<file path="src/logic/vsm_mem_pkg.sv">
package vsm_mem_pkg;

   localparam int ROM_DEPTH = 16384;
   localparam int ROM_AW    = $clog2(ROM_DEPTH);   // Upper pointer bits wrap
   localparam int ADDR_W    = 18;

   // Read-and-Branch replaces the low 14 pointer bits only
   localparam int BRANCH_AW   = 14;
   localparam int BRANCH_HI_W = BRANCH_AW - 8;   // Bits taken from the second byte

   typedef logic [7:0] rom_byte_t;

   typedef struct packed {
      logic [ADDR_W-1:0] adr;
      rom_byte_t         dat;
      logic              we;
      logic              sel;
      logic              stb;
      logic              cyc;
   } bus_req_t;

   typedef struct packed {
      rom_byte_t dat;
      logic      ack;
   } bus_rsp_t;

   // One-cycle pulses from the sequencer
   typedef struct packed {
      logic fetch;        // Read at pointer, then increment
      logic fill;         // Fetched byte into read-ahead buffer
      logic lo_capture;   // Keep branch low byte
      logic jump;         // Load branch target
   } fetch_ctl_t;

endpackage

</file>
<file path="src/logic/vsm_serializer.sv">
`timescale 1ns/100ps

module vsm_serializer (
   input  logic                    clk,
   input  logic                    rst_n_i,
   input  vsm_mem_pkg::fetch_ctl_t ctl_i,
   input  vsm_mem_pkg::rom_byte_t  rd_data_i,
   input  logic                    read_step_i,
   input  logic                    restart_i,
   output logic                    byte_done_o,
   output logic                    data_o
);

   vsm_mem_pkg::rom_byte_t buf_q;   // Read-ahead byte
   vsm_mem_pkg::rom_byte_t shift_q;
   logic [2:0]             cnt_q;

   always_ff @(posedge clk) begin
      if (ctl_i.fill)
         buf_q <= rd_data_i;
   end

   always_ff @(posedge clk or negedge rst_n_i) begin
      if (!rst_n_i) begin
         cnt_q   <= 3'd0;
         shift_q <= '0;
      end else if (restart_i) begin
         // Branch comes with its low-byte fetch, Load without
         cnt_q <= ctl_i.fetch ? 3'd0 : 3'd7;
      end else if (read_step_i) begin
         cnt_q <= cnt_q + 3'd1;   // Wraps after 7
         if (cnt_q == 3'd0)
            shift_q <= buf_q;
         else
            shift_q <= {1'b0, shift_q[7:1]};   // LSB first
      end
   end

   assign byte_done_o = read_step_i && (cnt_q == 3'd7);
   assign data_o      = shift_q[0];

endmodule

</file>
<file path="config.mk">
export PLATFORM = sky130hd
export DESIGN_NAME = vsm_serializer
export DESIGN_NICKNAME = d
export VERILOG_FILES = /design/src/logic/vsm_mem_pkg.sv /design/src/logic/vsm_serializer.sv
export SDC_FILE = /design/constraint.sdc
export NUM_CORES = 1
export LEC_CHECK = 0
export BUFFER_PORTS_ARGS = -buffer_cell sky130_fd_sc_hd__buf_2
export CAP_MARGIN = 20
export CORE_ASPECT_RATIO = 0.9
export CORE_MARGIN = 2
export CORE_UTILIZATION = 45
export CTS_CLUSTER_DIAMETER = 120
export DETAILED_ROUTE_END_ITERATION = 8
export PLACE_DENSITY = 0.71
export SLEW_MARGIN = 20
export SYNTH_ARGS = -nofsm -noshare
export SYNTH_HDL_FRONTEND = slang
export SYNTH_SLANG_ARGS = --single-unit
export TNS_END_PERCENT = 5
</file>
<file path="constraint.sdc">
create_clock -name clk -period 1.26 [get_ports clk]
set_input_delay 0.252 -clock clk [delete_from_list [all_inputs] [get_ports clk]]
set_output_delay 0.252 -clock clk [all_outputs]
set_load 0.01 [all_outputs]
</file>
==> impl_metrics.py <==
metrics = {
    "timing": {
        "finalCriticalPeriod_ns": 1.535,
        "final_setup_fails": 9,
        "layout_worst_path_cycle_share": 1.218,
        "worst_setup_slack_final_ns": -0.2751,
        "max_clock_freq_mhz": 651.4,
        "rsz0062_at_grt": "yes",
        "finalHoldWorstSlack_ns": 0.1195,
        "worst_slew_pin_slew_ns": 0.2643,
        "final-hold-violation-count": 0,
        "slew_violations": 0,
        "fin_skew_ns": 0.002051,
        "maxSlewHeadroom": 0.8238,
    },
    "finish": {
        "layout-area-overhead-vs-synth_pct": 22.98,
        "antenna_diode_count": 0,
        "finish.net_count": 105,
        "fraction_of_final_layout_cells_sized_beyond_drive_strength_1": 0.3647,
        "finalCoreUtilization": 0.5893,
        "postLayoutCellArea_sq_um": 991.0,
    },
    "synth": {
        "netlist-cell-type-count": 17,
        "netlist.top_cell.by_area": "dfrtp_1",
        "synth_fp_nets": 81,
        "synth_compound_gate_area_share": 0.08696,
        "avgSynthCellArea_sq_um": 13.00,
        "post-synth-top-area-fraction": 0.3416,
        "synthXorXnorAreaFrac": 0.01087,
        "yosys_register_bits": 19,
        "synth_mux_area_frac": 0.08696,
        "synthCells": 62,
        "synth_area_sq_um": 805.8,
        "main_combinational_cell_family_by_area_after_synthesis": "simple AND/OR/NAND/NOR gates",
        "synth-adder-area-share": 0.04658,
        "yosys.area_share.simple": 0.09161,
        "yosysWarnings": 0,
        "sequential_to_total_area_share_from_yosys_stat": 0.6398,
        "synth.area.top_cells": "dfrtp_1 (34%), edfxtp_1 (30%), mux2i_1 (8.7%), ha_1 (4.7%), nand2_1 (4.2%)",
    },
    "floorplanning": {
        "fp.dieW_microns": 48.61,
        "floorplan.rows": 14,
        "floorplan.initialDensity": 0.4792,
        "design.portCount": 18,
        "chipHeight_microns": 44.15,
        "coreArea_sq_mm": 0.001682,
        "dieArea_sq_mm": 0.002146,
    },
    "detailed_routing": {
        "antenna_left": 0,
        "drtPass1Iterations": 4,
        "num_vias": 529,
        "post_detailed_route_via_to_cell_ratio": 4.853,
        "detail_route.wirelength_microns": 1262,
        "detail_route.wl_per_cell_microns": 11.58,
        "dr.first_iter.drc_count": 5,
        "drcViolationCount": 0,
    },
    "pwr": {
        "power.static_leakage_uw": 0.0004239,
        "ir_drop_worst_case_vdd_mv": 0.7285,
        "p_per_area_mw_per_mm2": 1317,
    },
    "worst_setup_path": {
        "crit_path_start_kind": "flop",
        "timing.critical_path.mode_cell": "ha_2",
        "arrival_ns": 1.28,
        "setup.worst_path.class": "reg2out",
        "crit_buf_inv": 1,
        "cp.required_ns": 1.01,
        "endpoint_kind": "output pin",
        "critical-path-top-delay-family": "flip-flops",
        "critical-path-max-stage-delay_ns": 0.41,
        "timing.critical_path.cells": "ha_2 > ha_2 > and2_4 > buf_6",
        "timing.critical_path.slowest_stage_cell": "dfrtp_1",
        "path_max_fanout": 2,
    },
    "cts": {
        "worst_setup_hold_path_clk_slew_ns": 0.11,
        "tritoncts": "yes",
        "htree_levels": 1,
        "insertion_delay_ns": 0.30,
        "cts_inserted_buffers": 3,
        "maximum_count_of_clock_buffers_along_a_single_path": 2,
        "cts_root_buffer_type": "clkbuf_4",
        "cts.sink_count": 19,
    },
    "placement": {
        "dpl.hpwl_microns": 923,
        "place_worst_setup_slack_ns": -0.05026,
        "dpl-instance-area_sq_um": 910.9,
        "gp_congestion": 0.7634,
        "io_buffer_count": 15,
    },
    "grt": {
        "maximum_number_of_pins_on_one_net_before_global_route_repair": 17,
        "antenna_violations_before_repair": 0,
        "first_global_vias": 504,
        "first_pass_grt_wire_length_microns": 2132,
        "gr-usage-all-layers": 0.1347,
        "aggregate_global_routing_overflow": 0,
    },
    "run_status": {
        "status": "finished, violations left",
        "violations": "negative setup slack",
    },
    "min_path": {
        "hp-class": "in2reg",
    },
    "flow_run": {
        "timing.max_cap.violations": 0,
    },
}
## registers in the layout, indices dropped and copies added (netlist names)
signal / flops
buf_q: 8
cnt_q: 3
shift_q: 8
## per-stage QoR
step	instances	TNS, ns	total power, uW
final	109	-1.455	1305
after global routing	109	-2.374	1366
after CTS	109	-1.430	1295
after detailed placement	102	-0.2886	980.2
after global placement	102	-0.08499	965.1
after floorplan	62	0	897.4
## Yosys cell counts
master,instances
ha_1,3
o21ai_1,2
inv_1,2
nor2b_1,2
o21ai_0,6
a211oi_1,2
xor2_1,1
and2_1,1
dfrtp_1,11
a21oi_1,3
edfxtp_1,8
nand2b_2,1
nand2_1,9
nor2_1,1
buf_6,2
nor2b_2,1
mux2i_1,7
## final cells by class
class / instances / area [sq um]
Clock inverter: 1 / 5.005
Fill cell: 144 / 690.7
Tap cell: 24 / 30.03
Sequential cell: 19 / 515.5
Timing Repair Buffer: 21 / 132.6
Multi-Input combinational cell: 39 / 277.8
Inverter: 2 / 7.507
Clock buffer: 3 / 22.52
## cell usage in the layout, fill, tap and decap left out, drive strengths merged
master | netlist | final
and2 | 1 | 1
nor2 | 1 | 1
ha | 3 | 3
clkinv | 0 | 1
nand2 | 9 | 9
dlygate4sd3 | 0 | 1
a211oi | 2 | 2
mux2i | 7 | 7
clkbuf | 0 | 3
xor2 | 1 | 1
buf | 2 | 20
nand2b | 1 | 1
inv | 2 | 2
dfrtp | 11 | 11
edfxtp | 8 | 8
nor2b | 3 | 3
a21oi | 3 | 3
o21ai | 8 | 8
## cell families (layout without fill, tap and decap cells)
logic type / count (synthesis) / in the layout
multiplexers: 7 / 7
AO/OA/AOI/OAI: 13 / 13
XOR/XNOR: 1 / 1
AND/OR/NAND/NOR: 15 / 15
adder cells (fa/ha/maj): 3 / 3
buffers and inverters: 4 / 27
flip-flops: 19 / 19
## report_power, final
| group | leakage [uW] | total (uW) | internal (uW) | switching (uW) |
|---|---|---|---|---|
| clock network | 0.0000177 | 308 | 118 | 189 |
| logic | 0.000187 | 227 | 118 | 109 |
| registers | 0.000219 | 770 | 730 | 40.2 |
| total | 0.000424 | 1300 | 967 | 338 |
## worst register-to-register path, stage by stage, from the launching register on
cell and delay [ns]:
dfrtp_1 0.41, buf_4 0.15, inv_1 0.05, ha_1 0.13, nor2b_2 0.17, buf_4 0.16, mux2i_1 0.18, o21ai_0 0.08
## routing by layer
layer  wire (microns)  vias to the layer above  track usage
li1                 -                      264            -
met1              586                      246       0.1670
met2              589                       14       0.2247
met3               52                        5      0.02365
met4               34                        0      0.08571
met5                0                        -            0
## path summary, 6_finish.rpt
kind                              start          end  slack [ns]  cells past startpoint
max                            cnt_q[0]  byte_done_o       -0.28                      4
min in group asynchronous       rst_n_i   shift_q[3]        0.34                      2
max in group asynchronous       rst_n_i   shift_q[5]        0.72                      2
min reg2reg                  shift_q[0]   shift_q[0]        0.49                      2
max reg2reg                    cnt_q[0]   shift_q[0]       -0.17                      7
min                        rd_data_i[7]     buf_q[7]        0.12                      1
## repair_timing
item,in CTS,in global routing
hold buffers,1,0
gates resized for setup,3,5
endpoints found under the setup margin,10,11
hold endpoints to repair,11,0
buffers inserted,2,0
cloned,0,0
pin swaps,2,2
Power figures use the tool's default switching activity.
