$ cat config.mk
export PLATFORM = sky130hd
export DESIGN_NAME = vsm_sequencer
export DESIGN_NICKNAME = d
export VERILOG_FILES = /design/src/logic/vsm_cmd_pkg.sv /design/src/logic/vsm_mem_pkg.sv /design/src/logic/vsm_sequencer.sv
export SDC_FILE = /design/constraint.sdc
export NUM_CORES = 1
export LEC_CHECK = 0
export BUFFER_PORTS_ARGS = -buffer_cell sky130_fd_sc_hd__buf_2
export CELL_PAD_IN_SITES_DETAIL_PLACEMENT = 1
export CELL_PAD_IN_SITES_GLOBAL_PLACEMENT = 2
export CORE_ASPECT_RATIO = 1.1
export CORE_MARGIN = 1
export CORE_UTILIZATION = 24
export DETAILED_ROUTE_END_ITERATION = 8
export PLACE_DENSITY = 0.79
export SYNTH_ARGS = -nofsm -noshare
export SYNTH_HDL_FRONTEND = slang
export SYNTH_SLANG_ARGS = --single-unit
$ cat constraint.sdc
create_clock -name clk -period 1.3 [get_ports clk]
set_input_delay 0.26 -clock clk [delete_from_list [all_inputs] [get_ports clk]]
set_output_delay 0.26 -clock clk [all_outputs]
set_load 0.03 [all_outputs]
$ cat src/logic/vsm_cmd_pkg.sv
package vsm_cmd_pkg;

   // Mode pair as seen on the pins, {m0, m1}
   typedef enum logic [1:0] {
      CMD_IDLE   = 2'b00,
      CMD_LOAD   = 2'b01,
      CMD_READ   = 2'b10,
      CMD_BRANCH = 2'b11
   } vsm_cmd_e;

   localparam int NIBBLE_W = 4;   // add8..add1

   // Five nibble loads fill the 18-bit pointer, the last one only two bits wide
   localparam int LOAD_STEPS = 5;

   typedef struct packed {
      vsm_cmd_e              mode;
      logic [NIBBLE_W-1:0]   nibble;
      logic                  strobe;   // Clk_en from the synthesizer
   } host_cmd_t;

endpackage

$ cat src/logic/vsm_mem_pkg.sv
package vsm_mem_pkg;

   localparam int ROM_DEPTH = 16384;
   localparam int ROM_AW    = $clog2(ROM_DEPTH);   // Upper pointer bits wrap
   localparam int ADDR_W    = 18;

   // Read-and-Branch replaces the low 14 pointer bits only
   localparam int BRANCH_AW   = 14;
   localparam int BRANCH_HI_W = BRANCH_AW - 8;   // Bits taken from the second byte

   typedef logic [7:0] rom_byte_t;

   typedef struct packed {
      logic [ADDR_W-1:0] adr;
      rom_byte_t         dat;
      logic              we;
      logic              sel;
      logic              stb;
      logic              cyc;
   } bus_req_t;

   typedef struct packed {
      rom_byte_t dat;
      logic      ack;
   } bus_rsp_t;

   // One-cycle pulses from the sequencer
   typedef struct packed {
      logic fetch;        // Read at pointer, then increment
      logic fill;         // Fetched byte into read-ahead buffer
      logic lo_capture;   // Keep branch low byte
      logic jump;         // Load branch target
   } fetch_ctl_t;

endpackage

$ cat src/logic/vsm_sequencer.sv
`timescale 1ns/100ps

module vsm_sequencer (
   input  logic                    clk,
   input  logic                    rst_n_i,
   input  vsm_cmd_pkg::host_cmd_t  host_i,
   input  logic                    byte_done_i,
   input  logic                    fetch_valid_i,
   output vsm_mem_pkg::fetch_ctl_t ctl_o,
   output logic [2:0]              load_step_o,
   output logic                    read_step_o,
   output logic                    restart_o
);

   typedef enum logic [2:0] {
      IDLE,
      FETCH,
      FILL,
      BR_LO,
      BR_LO_WAIT,
      BR_HI,
      BR_HI_WAIT,
      JUMP
   } seq_state_e;

   seq_state_e              state_q;
   seq_state_e              state_d;
   vsm_mem_pkg::fetch_ctl_t ctl_q;
   vsm_mem_pkg::fetch_ctl_t ctl_d;
   logic [2:0]              step_q;
   logic                    restart_q;
   logic                    cmd_load;
   logic                    cmd_read;
   logic                    cmd_branch;

   assign cmd_load   = host_i.strobe && (host_i.mode == vsm_cmd_pkg::CMD_LOAD);
   assign cmd_read   = host_i.strobe && (host_i.mode == vsm_cmd_pkg::CMD_READ);
   assign cmd_branch = host_i.strobe && (host_i.mode == vsm_cmd_pkg::CMD_BRANCH);

   // State names the step whose pulse is issued on leaving it
   always_comb begin
      state_d = state_q;
      ctl_d   = '0;
      case (state_q)
         IDLE: begin
            if (byte_done_i) begin
               state_d     = FETCH;
               ctl_d.fetch = 1'b1;
            end
         end
         FETCH:   state_d = FILL;
         FILL: begin
            if (fetch_valid_i) begin
               state_d    = IDLE;
               ctl_d.fill = 1'b1;
            end
         end
         BR_LO:   state_d = BR_LO_WAIT;
         BR_LO_WAIT: begin
            if (fetch_valid_i) begin
               state_d          = BR_HI;
               ctl_d.lo_capture = 1'b1;
            end
         end
         BR_HI: begin
            state_d     = BR_HI_WAIT;
            ctl_d.fetch = 1'b1;   // High byte
         end
         BR_HI_WAIT: begin
            if (fetch_valid_i) begin
               state_d    = JUMP;
               ctl_d.jump = 1'b1;
            end
         end
         JUMP: begin
            state_d     = FETCH;
            ctl_d.fetch = 1'b1;   // Target byte
         end
         default: state_d = IDLE;
      endcase

      // A branch restarts the sequence from anywhere
      if (cmd_branch) begin
         state_d     = BR_LO;
         ctl_d       = '0;
         ctl_d.fetch = 1'b1;
      end
   end

   always_ff @(posedge clk or negedge rst_n_i) begin
      if (!rst_n_i) begin
         state_q   <= IDLE;
         ctl_q     <= '0;
         step_q    <= 3'd0;
         restart_q <= 1'b0;
      end else begin
         state_q   <= state_d;
         ctl_q     <= ctl_d;
         restart_q <= cmd_load || cmd_branch;
         if (cmd_read)
            step_q <= 3'd0;
         else if (cmd_load && step_q != 3'd7)
            step_q <= step_q + 3'd1;   // Saturates
      end
   end

   assign ctl_o       = ctl_q;
   assign load_step_o = step_q;
   assign read_step_o = cmd_read;
   assign restart_o   = restart_q;

endmodule

==> results.toml <==
[synth]
netlist_instances = 48
synth_top_area_share = 0.526
ys_warn_count = 0
synth_top_family_by_area = "simple AND/OR/NAND/NOR gates"
synth_fp_nets = 61
ys_seq_area_frac = 0.526
synth_adder_area_share = 0.0478
yosys.area_share.simple = 0.172
synth-compound-area-share = 0.165
ys_ff_latch = 11
synth_area_um2 = 523
ys_types = 21
synth_area_leaders = "dfrtp_1 (53%), o2bb2ai_1 (5.0%), ha_1 (4.8%), a22oi_1 (4.3%), o211ai_1 (4.3%)"
muxShareOfSynthArea = 0.0191
synth_area_leader_cell = "dfrtp_1"
synth-xor-area-share = 0.0167
synth_area_per_cell_um2 = 10.9

[routing]
totalWireLength_um = 1080
drt-initial-drc-count = 2
dr.pass1.iters = 3
ant_nets = 0
drc = 0
wl_per_cell_um = 11.2
routed_via_density = 4.52
vias = 434

[power_and_ir_drop]
swShare = 0.405
power_density_nw_per_um2 = 1870
ir_worst_vdd_v = 0.000647
p_seq_frac = 0.454
switchingPower_mw = 0.529
finalPower_mw = 1.31
power_frac_comb = 0.375
clockPowerShare = 0.172
p_int_mw = 0.777
leakage_nw = 0.336

[die]
initial_utilization = 0.259
die_w_um = 46.5
num_rows = 17
io_pins = 20
core_region_area_um2 = 2020
fp.dieH_um = 51.0
die_area_um2 = 2370

[sta]
relSlewSlack = 0.819
setup_viol = 0
finalHoldViolations = 0
finalClockSkew_ns = 0.00179
fmax_mhz = 783
final_max_slew_viol_count = 0
worst_pin_slew_ns = 0.272
rsz0062_at_grt = "true"
tns_ns = 0
post-route-period-util = 0.982
fin_hold_ws_ns = 0.270
min_period_ns = 1.28

[clocking]
ctsHtreeMaxLevel = 1
clkLatencyLatePin_ns = 0.26
clockBufferDepth = 2
cts_sinks = 11
cts_tree = "yes"
cts_buffers = 3
cts-root-buf = "clkbuf_4"
clk_pin_slew_ns = 0.07

[placed_design]
place_area_um2 = 659
gp_congestion = 0.685
io_buffers = 15
place_inst = 91
dpl.hpwl_um = 819

[layout]
fillers = 240
final_cell_mix = "buf_2 (14), dfrtp_1 (9), nand2_1 (4)"
fin_nets = 82
layoutNonFillerInstCount = 96
final_common_cell = "buf_2"
fin_area_um2 = 698
syn_to_final_growth_pct = 33.5
drive_gt1_frac = 0.412
antenna_cells = 0

[grt]
grt_first_pass_wirelength_um = 1940
grt_usage = 0.116
grt-ovfl-total = 0
antenna_found_initial = 0
first_global_vias = 441
grt_max_degree = 12

[hold_path]
hold_path.class = "primary input to register"

[worst_setup_path]
cp-start-kind = "register"
worstPathMaxFanout = 3
end_kind = "register"
critical_path_class = "register to register"
required_ns = 1.48
crit_arrival_ns = 1.46

[status]
status = "complete, no violations"

[flow_run]
drv_cap = 0
layer usage:
metal | global-route usage | wire length [um] | vias to the layer above
met5 | 0 | 0 | -
met2 | 0.174 | 508 | 13
li1 | - | - | 210
met4 | 0.0588 | 0 | 0
met1 | 0.156 | 517 | 211
met3 | 0.0212 | 53 | 0
synth_stat cells:
master	count
o21ai_0	2
buf_6	1
ha_1	2
mux2i_1	1
o211ai_1	3
o2bb2ai_1	3
nor2b_2	1
nand3_1	3
and4b_1	1
dfrtp_1	11
and3_2	1
a21oi_1	1
and2_1	1
and3b_2	1
inv_1	3
nand2_2	1
a22oi_1	3
xor2_1	1
nor2_1	3
nand2_1	4
clkbuf_2	1
kinds of logic after synthesis:
family | count (synthesis)
DFF | 11
adders and majority gates | 2
and+or+nand+nor | 16
muxes | 1
buffers and inverters | 5
xor gates and xnor gates | 1
AOI/OAI and AO/OA | 12
repair_timing:
item                       in CTS  in global routing
setup buffers                   0                  0
hold endpoints to repair       11                  0
hold buffers                    1                  0
gates resized for setup         0                  2
setup endpoints to repair       0                  4
area by class of cell:
class | count | area [um^2] | area share
multi-input cells | 32 | 245 | 0.351
inverters | 3 | 11.3 | 0.0161
well taps | 28 | 35.0 | 0.0502
flip-flops and latches | 11 | 278 | 0.398
clock buffers | 4 | 26.3 | 0.0376
repair buffers | 18 | 103 | 0.147
sequential cells by signal, indices dropped and copies added (netlist names):
name,count
load_step_o,3
ctl_o,4
restart_o,1
state_q,3
worst max-delay path: stages (launching register included):
cell and delay, ns:
dfrtp_2 0.42, ha_4 0.17, ha_4 0.14, and3b_2 0.26
mux2i_1 0.07, o2bb2ai_1 0.14
path summary, 6_finish.rpt:
check	from	to	slack (ns)	cells past startpoint
setup reg to reg	load_step_o[1]	load_step_o[0]	0.02	5
hold reg to reg	state_q[1]	ctl_o[1]	0.57	1
max in group asynchronous	rst_n_i	load_step_o[1]	0.69	2
min in group asynchronous	rst_n_i	ctl_o[3]	0.39	2
setup / recovery	load_step_o[1]	load_step_o[0]	0.02	5
hold / removal	byte_done_i	ctl_o[3]	0.27	3
power groups by stage:
stage / Sequential, mW / Combinational (mW) / Clock, mW
floorplan: 0.662 / 0.298 / 0
global placement: 0.595 / 0.480 / 0
detailed placement: 0.601 / 0.486 / 0
CTS: 0.594 / 0.491 / 0.237
global route: 0.614 / 0.557 / 0.254
finish: 0.593 / 0.489 / 0.224
stage by stage:
stage,util,worst slack (ns)
floorplan,-,-0.000787
finish,0.346,0.0233
global placement,0.326,0.0315
detailed placement,0.326,0.0345
global route,0.346,-0.0460
CTS,0.344,0.0173
(Power assumes the default switching activity.)
