**src/logic/vsm_cmd_pkg.sv**
```systemverilog
package vsm_cmd_pkg;

   // Mode pair as seen on the pins, {m0, m1}
   typedef enum logic [1:0] {
      CMD_IDLE   = 2'b00,
      CMD_LOAD   = 2'b01,
      CMD_READ   = 2'b10,
      CMD_BRANCH = 2'b11
   } vsm_cmd_e;

   localparam int NIBBLE_W = 4;   // add8..add1

   // Five nibble loads fill the 18-bit pointer, the last one only two bits wide
   localparam int LOAD_STEPS = 5;

   typedef struct packed {
      vsm_cmd_e              mode;
      logic [NIBBLE_W-1:0]   nibble;
      logic                  strobe;   // Clk_en from the synthesizer
   } host_cmd_t;

endpackage

```
**src/logic/vsm_mem_pkg.sv**
```systemverilog
package vsm_mem_pkg;

   localparam int ROM_DEPTH = 16384;
   localparam int ROM_AW    = $clog2(ROM_DEPTH);   // Upper pointer bits wrap
   localparam int ADDR_W    = 18;

   // Read-and-Branch replaces the low 14 pointer bits only
   localparam int BRANCH_AW   = 14;
   localparam int BRANCH_HI_W = BRANCH_AW - 8;   // Bits taken from the second byte

   typedef logic [7:0] rom_byte_t;

   typedef struct packed {
      logic [ADDR_W-1:0] adr;
      rom_byte_t         dat;
      logic              we;
      logic              sel;
      logic              stb;
      logic              cyc;
   } bus_req_t;

   typedef struct packed {
      rom_byte_t dat;
      logic      ack;
   } bus_rsp_t;

   // One-cycle pulses from the sequencer
   typedef struct packed {
      logic fetch;        // Read at pointer, then increment
      logic fill;         // Fetched byte into read-ahead buffer
      logic lo_capture;   // Keep branch low byte
      logic jump;         // Load branch target
   } fetch_ctl_t;

endpackage

```
**src/logic/vsm_addr_counter.sv**
```systemverilog
`timescale 1ns/100ps

module vsm_addr_counter (
   input  logic                              clk,
   input  logic                              rst_n_i,
   input  vsm_cmd_pkg::host_cmd_t            host_i,
   input  logic [2:0]                        load_step_i,
   input  vsm_mem_pkg::fetch_ctl_t           ctl_i,
   input  vsm_mem_pkg::rom_byte_t            rd_data_i,
   output logic [vsm_mem_pkg::ADDR_W-1:0]    ptr_o
);

   logic [vsm_mem_pkg::ADDR_W-1:0] ptr_q;
   vsm_mem_pkg::rom_byte_t         lo_q;
   logic                           cmd_load;

   assign cmd_load = host_i.strobe && (host_i.mode == vsm_cmd_pkg::CMD_LOAD);

   always_ff @(posedge clk or negedge rst_n_i) begin
      if (!rst_n_i) begin
         ptr_q <= '0;
      end else if (cmd_load) begin
         case (load_step_i)
            3'd0: ptr_q[3:0]   <= host_i.nibble;
            3'd1: ptr_q[7:4]   <= host_i.nibble;
            3'd2: ptr_q[11:8]  <= host_i.nibble;
            3'd3: ptr_q[15:12] <= host_i.nibble;
            3'(vsm_cmd_pkg::LOAD_STEPS - 1):
               ptr_q[vsm_mem_pkg::ADDR_W-1:16] <= host_i.nibble[1:0];
            default: ;   // Extra loads are ignored
         endcase
      end else if (ctl_i.jump) begin
         // Bits above the branch field stay as loaded
         ptr_q[vsm_mem_pkg::BRANCH_AW-1:0] <=
            {rd_data_i[vsm_mem_pkg::BRANCH_HI_W-1:0], lo_q};
      end else if (ctl_i.fetch) begin
         ptr_q <= ptr_q + 1'b1;
      end
   end

   always_ff @(posedge clk) begin
      if (ctl_i.lo_capture)
         lo_q <= rd_data_i;   // First branch byte
   end

   assign ptr_o = ptr_q;

endmodule

```
**config.mk**
```make
export PLATFORM = sky130hd
export DESIGN_NAME = vsm_addr_counter
export DESIGN_NICKNAME = d
export VERILOG_FILES = /design/src/logic/vsm_cmd_pkg.sv /design/src/logic/vsm_mem_pkg.sv /design/src/logic/vsm_addr_counter.sv
export SDC_FILE = /design/constraint.sdc
export NUM_CORES = 1
export LEC_CHECK = 0
export BUFFER_PORTS_ARGS = -buffer_cell sky130_fd_sc_hd__buf_2
export CORE_UTILIZATION = 35
export CTS_CLUSTER_SIZE = 30
export DETAILED_ROUTE_END_ITERATION = 7
export SETUP_SLACK_MARGIN = 0.4
export SLEW_MARGIN = 20
export SYNTH_ARGS = -nofsm -noshare
export SYNTH_HDL_FRONTEND = slang
export SYNTH_SLANG_ARGS = --single-unit
```
**constraint.sdc**
```tcl
create_clock -name clk -period 2.25 [get_ports clk]
set_input_delay 0.1125 -clock clk [delete_from_list [all_inputs] [get_ports clk]]
set_output_delay 0.1125 -clock clk [all_outputs]
set_load 0.01 [all_outputs]
```
==> impl_metrics.sql <==
INSERT INTO impl_metrics (metric_group, metric, value, unit) VALUES
('final_layout', 'final_layout_net_count', '257', ''),
('critical_path', 'launch_instance_of_the_worst_register_to_register_path', 'ptr_o[1]$_DFFE_PN0P_', ''),
('global_routing', 'grt_start_max_net_pins', '22', ''),
('pwr', 'vdd_drop_max', '0.425', 'mV'),
('place', 'place_inst', '275', ''),
('timing', 'min_period_over_period', '0.777', ''),
('yosys', 'syn-instance-count', '184', ''),
('clocking', 'cts_tree', 'built', ''),
('yosys', 'synth_enable_flop_cells', '8', ''),
('place', 'placement.io_buffers', '40', ''),
('clocking', 'tritoncts.num_buffers', '3', ''),
('yosys', 'syn-mean-instance-area', '9.16', 'um^2'),
('status', 'outcome', 'complete, but fails checks', ''),
('floorplan', 'floorplan.initialDensity', '0.374', ''),
('critical_path', 'timing.critical_path.from_type', 'flip-flop', ''),
('yosys', 'postSynth.asyncResetShare', '0.692', ''),
('final_layout', 'final_layout_size_suffix_gt1_frac', '0.268', ''),
('timing', 'report.final.slew_viol_count', '0', ''),
('global_routing', 'grt_use_total', '0.200', ''),
('clocking', 'tritoncts_num_sinks', '26', ''),
('yosys', 'syn-num-nets', '209', ''),
('floorplan', 'std_cell_core_area', '0.00450', 'mm^2'),
('critical_path', 'cp-startpoint', 'ptr_o[1]$_DFFE_PN0P_', ''),
('critical_path', 'worst-endpoint-arrival', '1.93', 'ns'),
('pwr', 'cell_pwr_density', '700', 'mW/mm^2'),
('job', 'max-cap-violations', '0', ''),
('clocking', 'clock_insertion_delay_worst_skew', '0.28', 'ns'),
('final_layout', 'areaGrowthSynthToFinish', '23.6', '%'),
('place', 'finalWeightedCongestion', '0.805', ''),
('yosys', 'ys_types', '59', ''),
('timing', 'finalHoldViolations', '0', ''),
('timing', 'finalClockSkew', '0.00494', 'ns'),
('floorplan', 'fp-row-count', '24', ''),
('route', 'detailroute.via_count', '1696', ''),
('route', 'initial_drt_pass_iterations', '6', ''),
('timing', 'timing.setup.tns', '0', 'ns'),
('clocking', 'cts_root_buffer', 'clkbuf_8', ''),
('route', 'post-route-drc-count', '4', ''),
('min_path', 'worstHoldPathType', 'input pin to flip-flop', ''),
('route', 'wl_per_cell', '17.6', 'um'),
('yosys', 'top_reg_cell_synth', 'dfrtp_1', ''),
('timing', 'slew_headroom', '0.481', ''),
('global_routing', 'grt_pass1_wl', '7.82', 'mm'),
('timing', 'timing.hold.ws', '0.0280', 'ns'),
('critical_path', 'end_kind', 'flip-flop', ''),
('critical_path', 'critical_path.max_fanout', '6', ''),
('timing', 'finalCriticalPeriod', '1.75', 'ns'),
('critical_path', 'endpoint', 'ptr_o[14]$_DFFE_PN0P_', ''),
('global_routing', 'antenna_violations_before_repair', '0', ''),
('final_layout', 'final_cells', '283', ''),
('floorplan', 'dieHeight', '71.4', 'um'),
('final_layout', 'antennaDiodeCount', '0', ''),
('critical_path', 'reg2regPathDepth', '6', ''),
('route', 'number_of_nets_still_failing_antenna_checks_after_routing', '0', ''),
('yosys', 'synth.yosys.warnings', '0', ''),
('timing', 'rsz0062_at_grt', 'no', ''),
('floorplan', 'die_width', '71.4', 'um'),
('floorplan', 'fp.dieArea', '0.00510', 'mm^2'),
('critical_path', 'worst-endpoint-required', '2.43', 'ns'),
('yosys', 'ys_seq_area_frac', '0.410', ''),
('clocking', 'clkTransAtPathRegs', '0.10', 'ns'),
('critical_path', 'r2r_slack', '0.50', 'ns'),
('critical_path', 'critical_path_class', 'flip-flop to flip-flop', ''),
('clocking', 'clock_tree.htree_level_count', '1', ''),
('global_routing', 'gr-total-overflow', '0', ''),
('global_routing', 'first_global_vias', '1498', ''),
('critical_path', 'regToRegEndpoint', 'ptr_o[14]$_DFFE_PN0P_', ''),
('timing', 'achievable-frequency', '0.572', 'GHz'),
('clocking', 'clock_tree.buffer_depth', '2', ''),
('yosys', 'synth_area', '0.00169', 'mm^2'),
('route', 'avgViaCountPerCell', '5.99', ''),
('route', 'total_wirelength_of_the_detailed_routed_design', '4.97', 'mm'),
('timing', 'tightestPinTransition', '0.768', 'ns'),
('status', 'violations', 'design-rule violations', ''),
('place', 'detailed_place_hpwl', '3.66', 'mm'),
('floorplan', 'ioPinCount', '42', ''),
('yosys', 'yosys_reg_bits', '26', ''),
('route', 'dr.first_iter.drc_count', '178', ''),
('pwr', 'cellLeakagePower', '0.000876', 'uW'),
('timing', 'timing.final.setup_violations', '0', '');
[per-stage QoR]
step	setup slack [ns]	utilization	instance area (um^2)	total power, uW
global route	0.413	0.463	2080	1540
finish	0.502	0.463	2080	1460
global placement	0.312	0.436	1960	1050
detailed placement	0.298	0.436	1960	1060
floorplan	0.540	-	1690	880
CTS	0.457	0.459	2070	1470
[worst min path at each step]
stage                  from                    to  cells after the start
2_1_floorplan       rst_n_i  ptr_o[0]$_DFFE_PN0P_                      0
3_3_place_gp        rst_n_i  ptr_o[0]$_DFFE_PN0P_                      1
3_5_place_dp        rst_n_i  ptr_o[0]$_DFFE_PN0P_                      1
4_1_cts        rd_data_i[7]     lo_q[7]$_DFFE_PP_                      1
5_1_grt        rd_data_i[3]     lo_q[3]$_DFFE_PP_                      1
6_report       rd_data_i[4]     lo_q[4]$_DFFE_PP_                      1
[timing repair]
| item | in CTS | in global routing |
|---|---|---|
| hold endpoints to repair | 19 | 1 |
| hold buffers | 2 | 1 |
| setup endpoints to repair | 4 | 5 |
| pin swaps | 0 | 0 |
| gates cloned | 0 | 0 |
| gates resized for setup | 1 | 2 |
| buffers inserted | 1 | 0 |
[where the power goes]
part / total [uW] / switching (uW) / leakage (uW) / internal, uW
clock: 402 / 164 / 0.0000357 / 238
combinational: 390 / 217 / 0.000550 / 173
sequential: 666 / 104 / 0.000290 / 562
[sequential cells by signal, summed over array words and instances, names as in the netlist]
name / cells
ptr_o: 18
lo_q: 8
[per-layer routing]
| metal | vias up | global-route usage | part of all wire |
|---|---|---|---|
| met5 | - | 0 | 0 |
| met4 | 0 | 0.0333 | 0.0062 |
| met1 | 806 | 0.293 | 0.48 |
| li1 | 817 | - | - |
| met3 | 4 | 0.0309 | 0.067 |
| met2 | 69 | 0.316 | 0.44 |
[layout make-up]
type                    instances  area [um^2]
well taps                      52         65.1
clock buffers                   3         41.3
clock inverters                 1         30.0
repair buffers                 49          275
flip-flops and latches         26          692
multi-input cells             144          950
fillers                       467         2420
inverters                       8         30.0
[synth_stat cells (all sizes together) (2+ instances only)]
| cell type | instances | area, um^2 |
|---|---|---|
| nand2 | 13 | 51.3 |
| a22o | 2 | 17.5 |
| dfrtp | 18 | 450 |
| or4 | 2 | 18.8 |
| a31oi | 5 | 31.3 |
| nor4 | 6 | 43.8 |
| o31ai | 2 | 15.0 |
| nand3 | 9 | 55.1 |
| buf | 3 | 15.0 |
| o22ai | 4 | 25.0 |
| o21bai | 2 | 15.0 |
| xor2 | 2 | 17.5 |
| nor2b | 3 | 18.8 |
| edfxtp | 8 | 240 |
| a21oi | 6 | 30.0 |
| a21o | 4 | 30.0 |
| a221o | 2 | 20.0 |
| and3 | 6 | 37.5 |
| o22a | 2 | 17.5 |
| mux2i | 4 | 40.0 |
| o21ai | 12 | 60.1 |
| nor2 | 14 | 52.6 |
| clkbuf | 3 | 11.3 |
| or3 | 2 | 12.5 |
| o31a | 2 | 17.5 |
| nand4 | 6 | 37.5 |
| inv | 8 | 30.0 |
| nor3 | 7 | 35.0 |
| or2 | 2 | 12.5 |
[logic make-up after synthesis]
family / count (synthesis) / synth area share
AO/OA/AOI/OAI: 56 / 0.237
AND/OR/NAND/NOR: 79 / 0.267
buffers and inverters: 14 / 0.0334
flip-flops: 26 / 0.410
adder cells (fa/ha/maj): 1 / 0.00742
multiplexers: 5 / 0.0304
XOR/XNOR: 3 / 0.0156
[cell usage in the layout, fill, tap and decap left out, types with 3 or more instances in the layout]
cell           count
buf_4              6
edfxtp_1           8
inv_1              8
dfrtp_1           17
nor2b_1            3
and3_1             6
nand4_1            6
a31oi_1            5
o22ai_1            4
mux2i_1            4
nand3_1            7
nor4_1             4
nor2_1            14
buf_2             40
a21o_1             4
clkbuf_8           3
dlygate4sd3_1      3
nor3_1             6
a21oi_1            6
nand2_1           12
o21ai_0           10
[critical path: stages, from the launching register on]
cell and delay, ns:
dfrtp_1 0.42, ha_1 0.24, nand4_1 0.18, buf_4 0.22
nor3_2 0.27, a31oi_1 0.12, o22a_1 0.20
No activity file was read; power rests on OpenSTA's default activity.
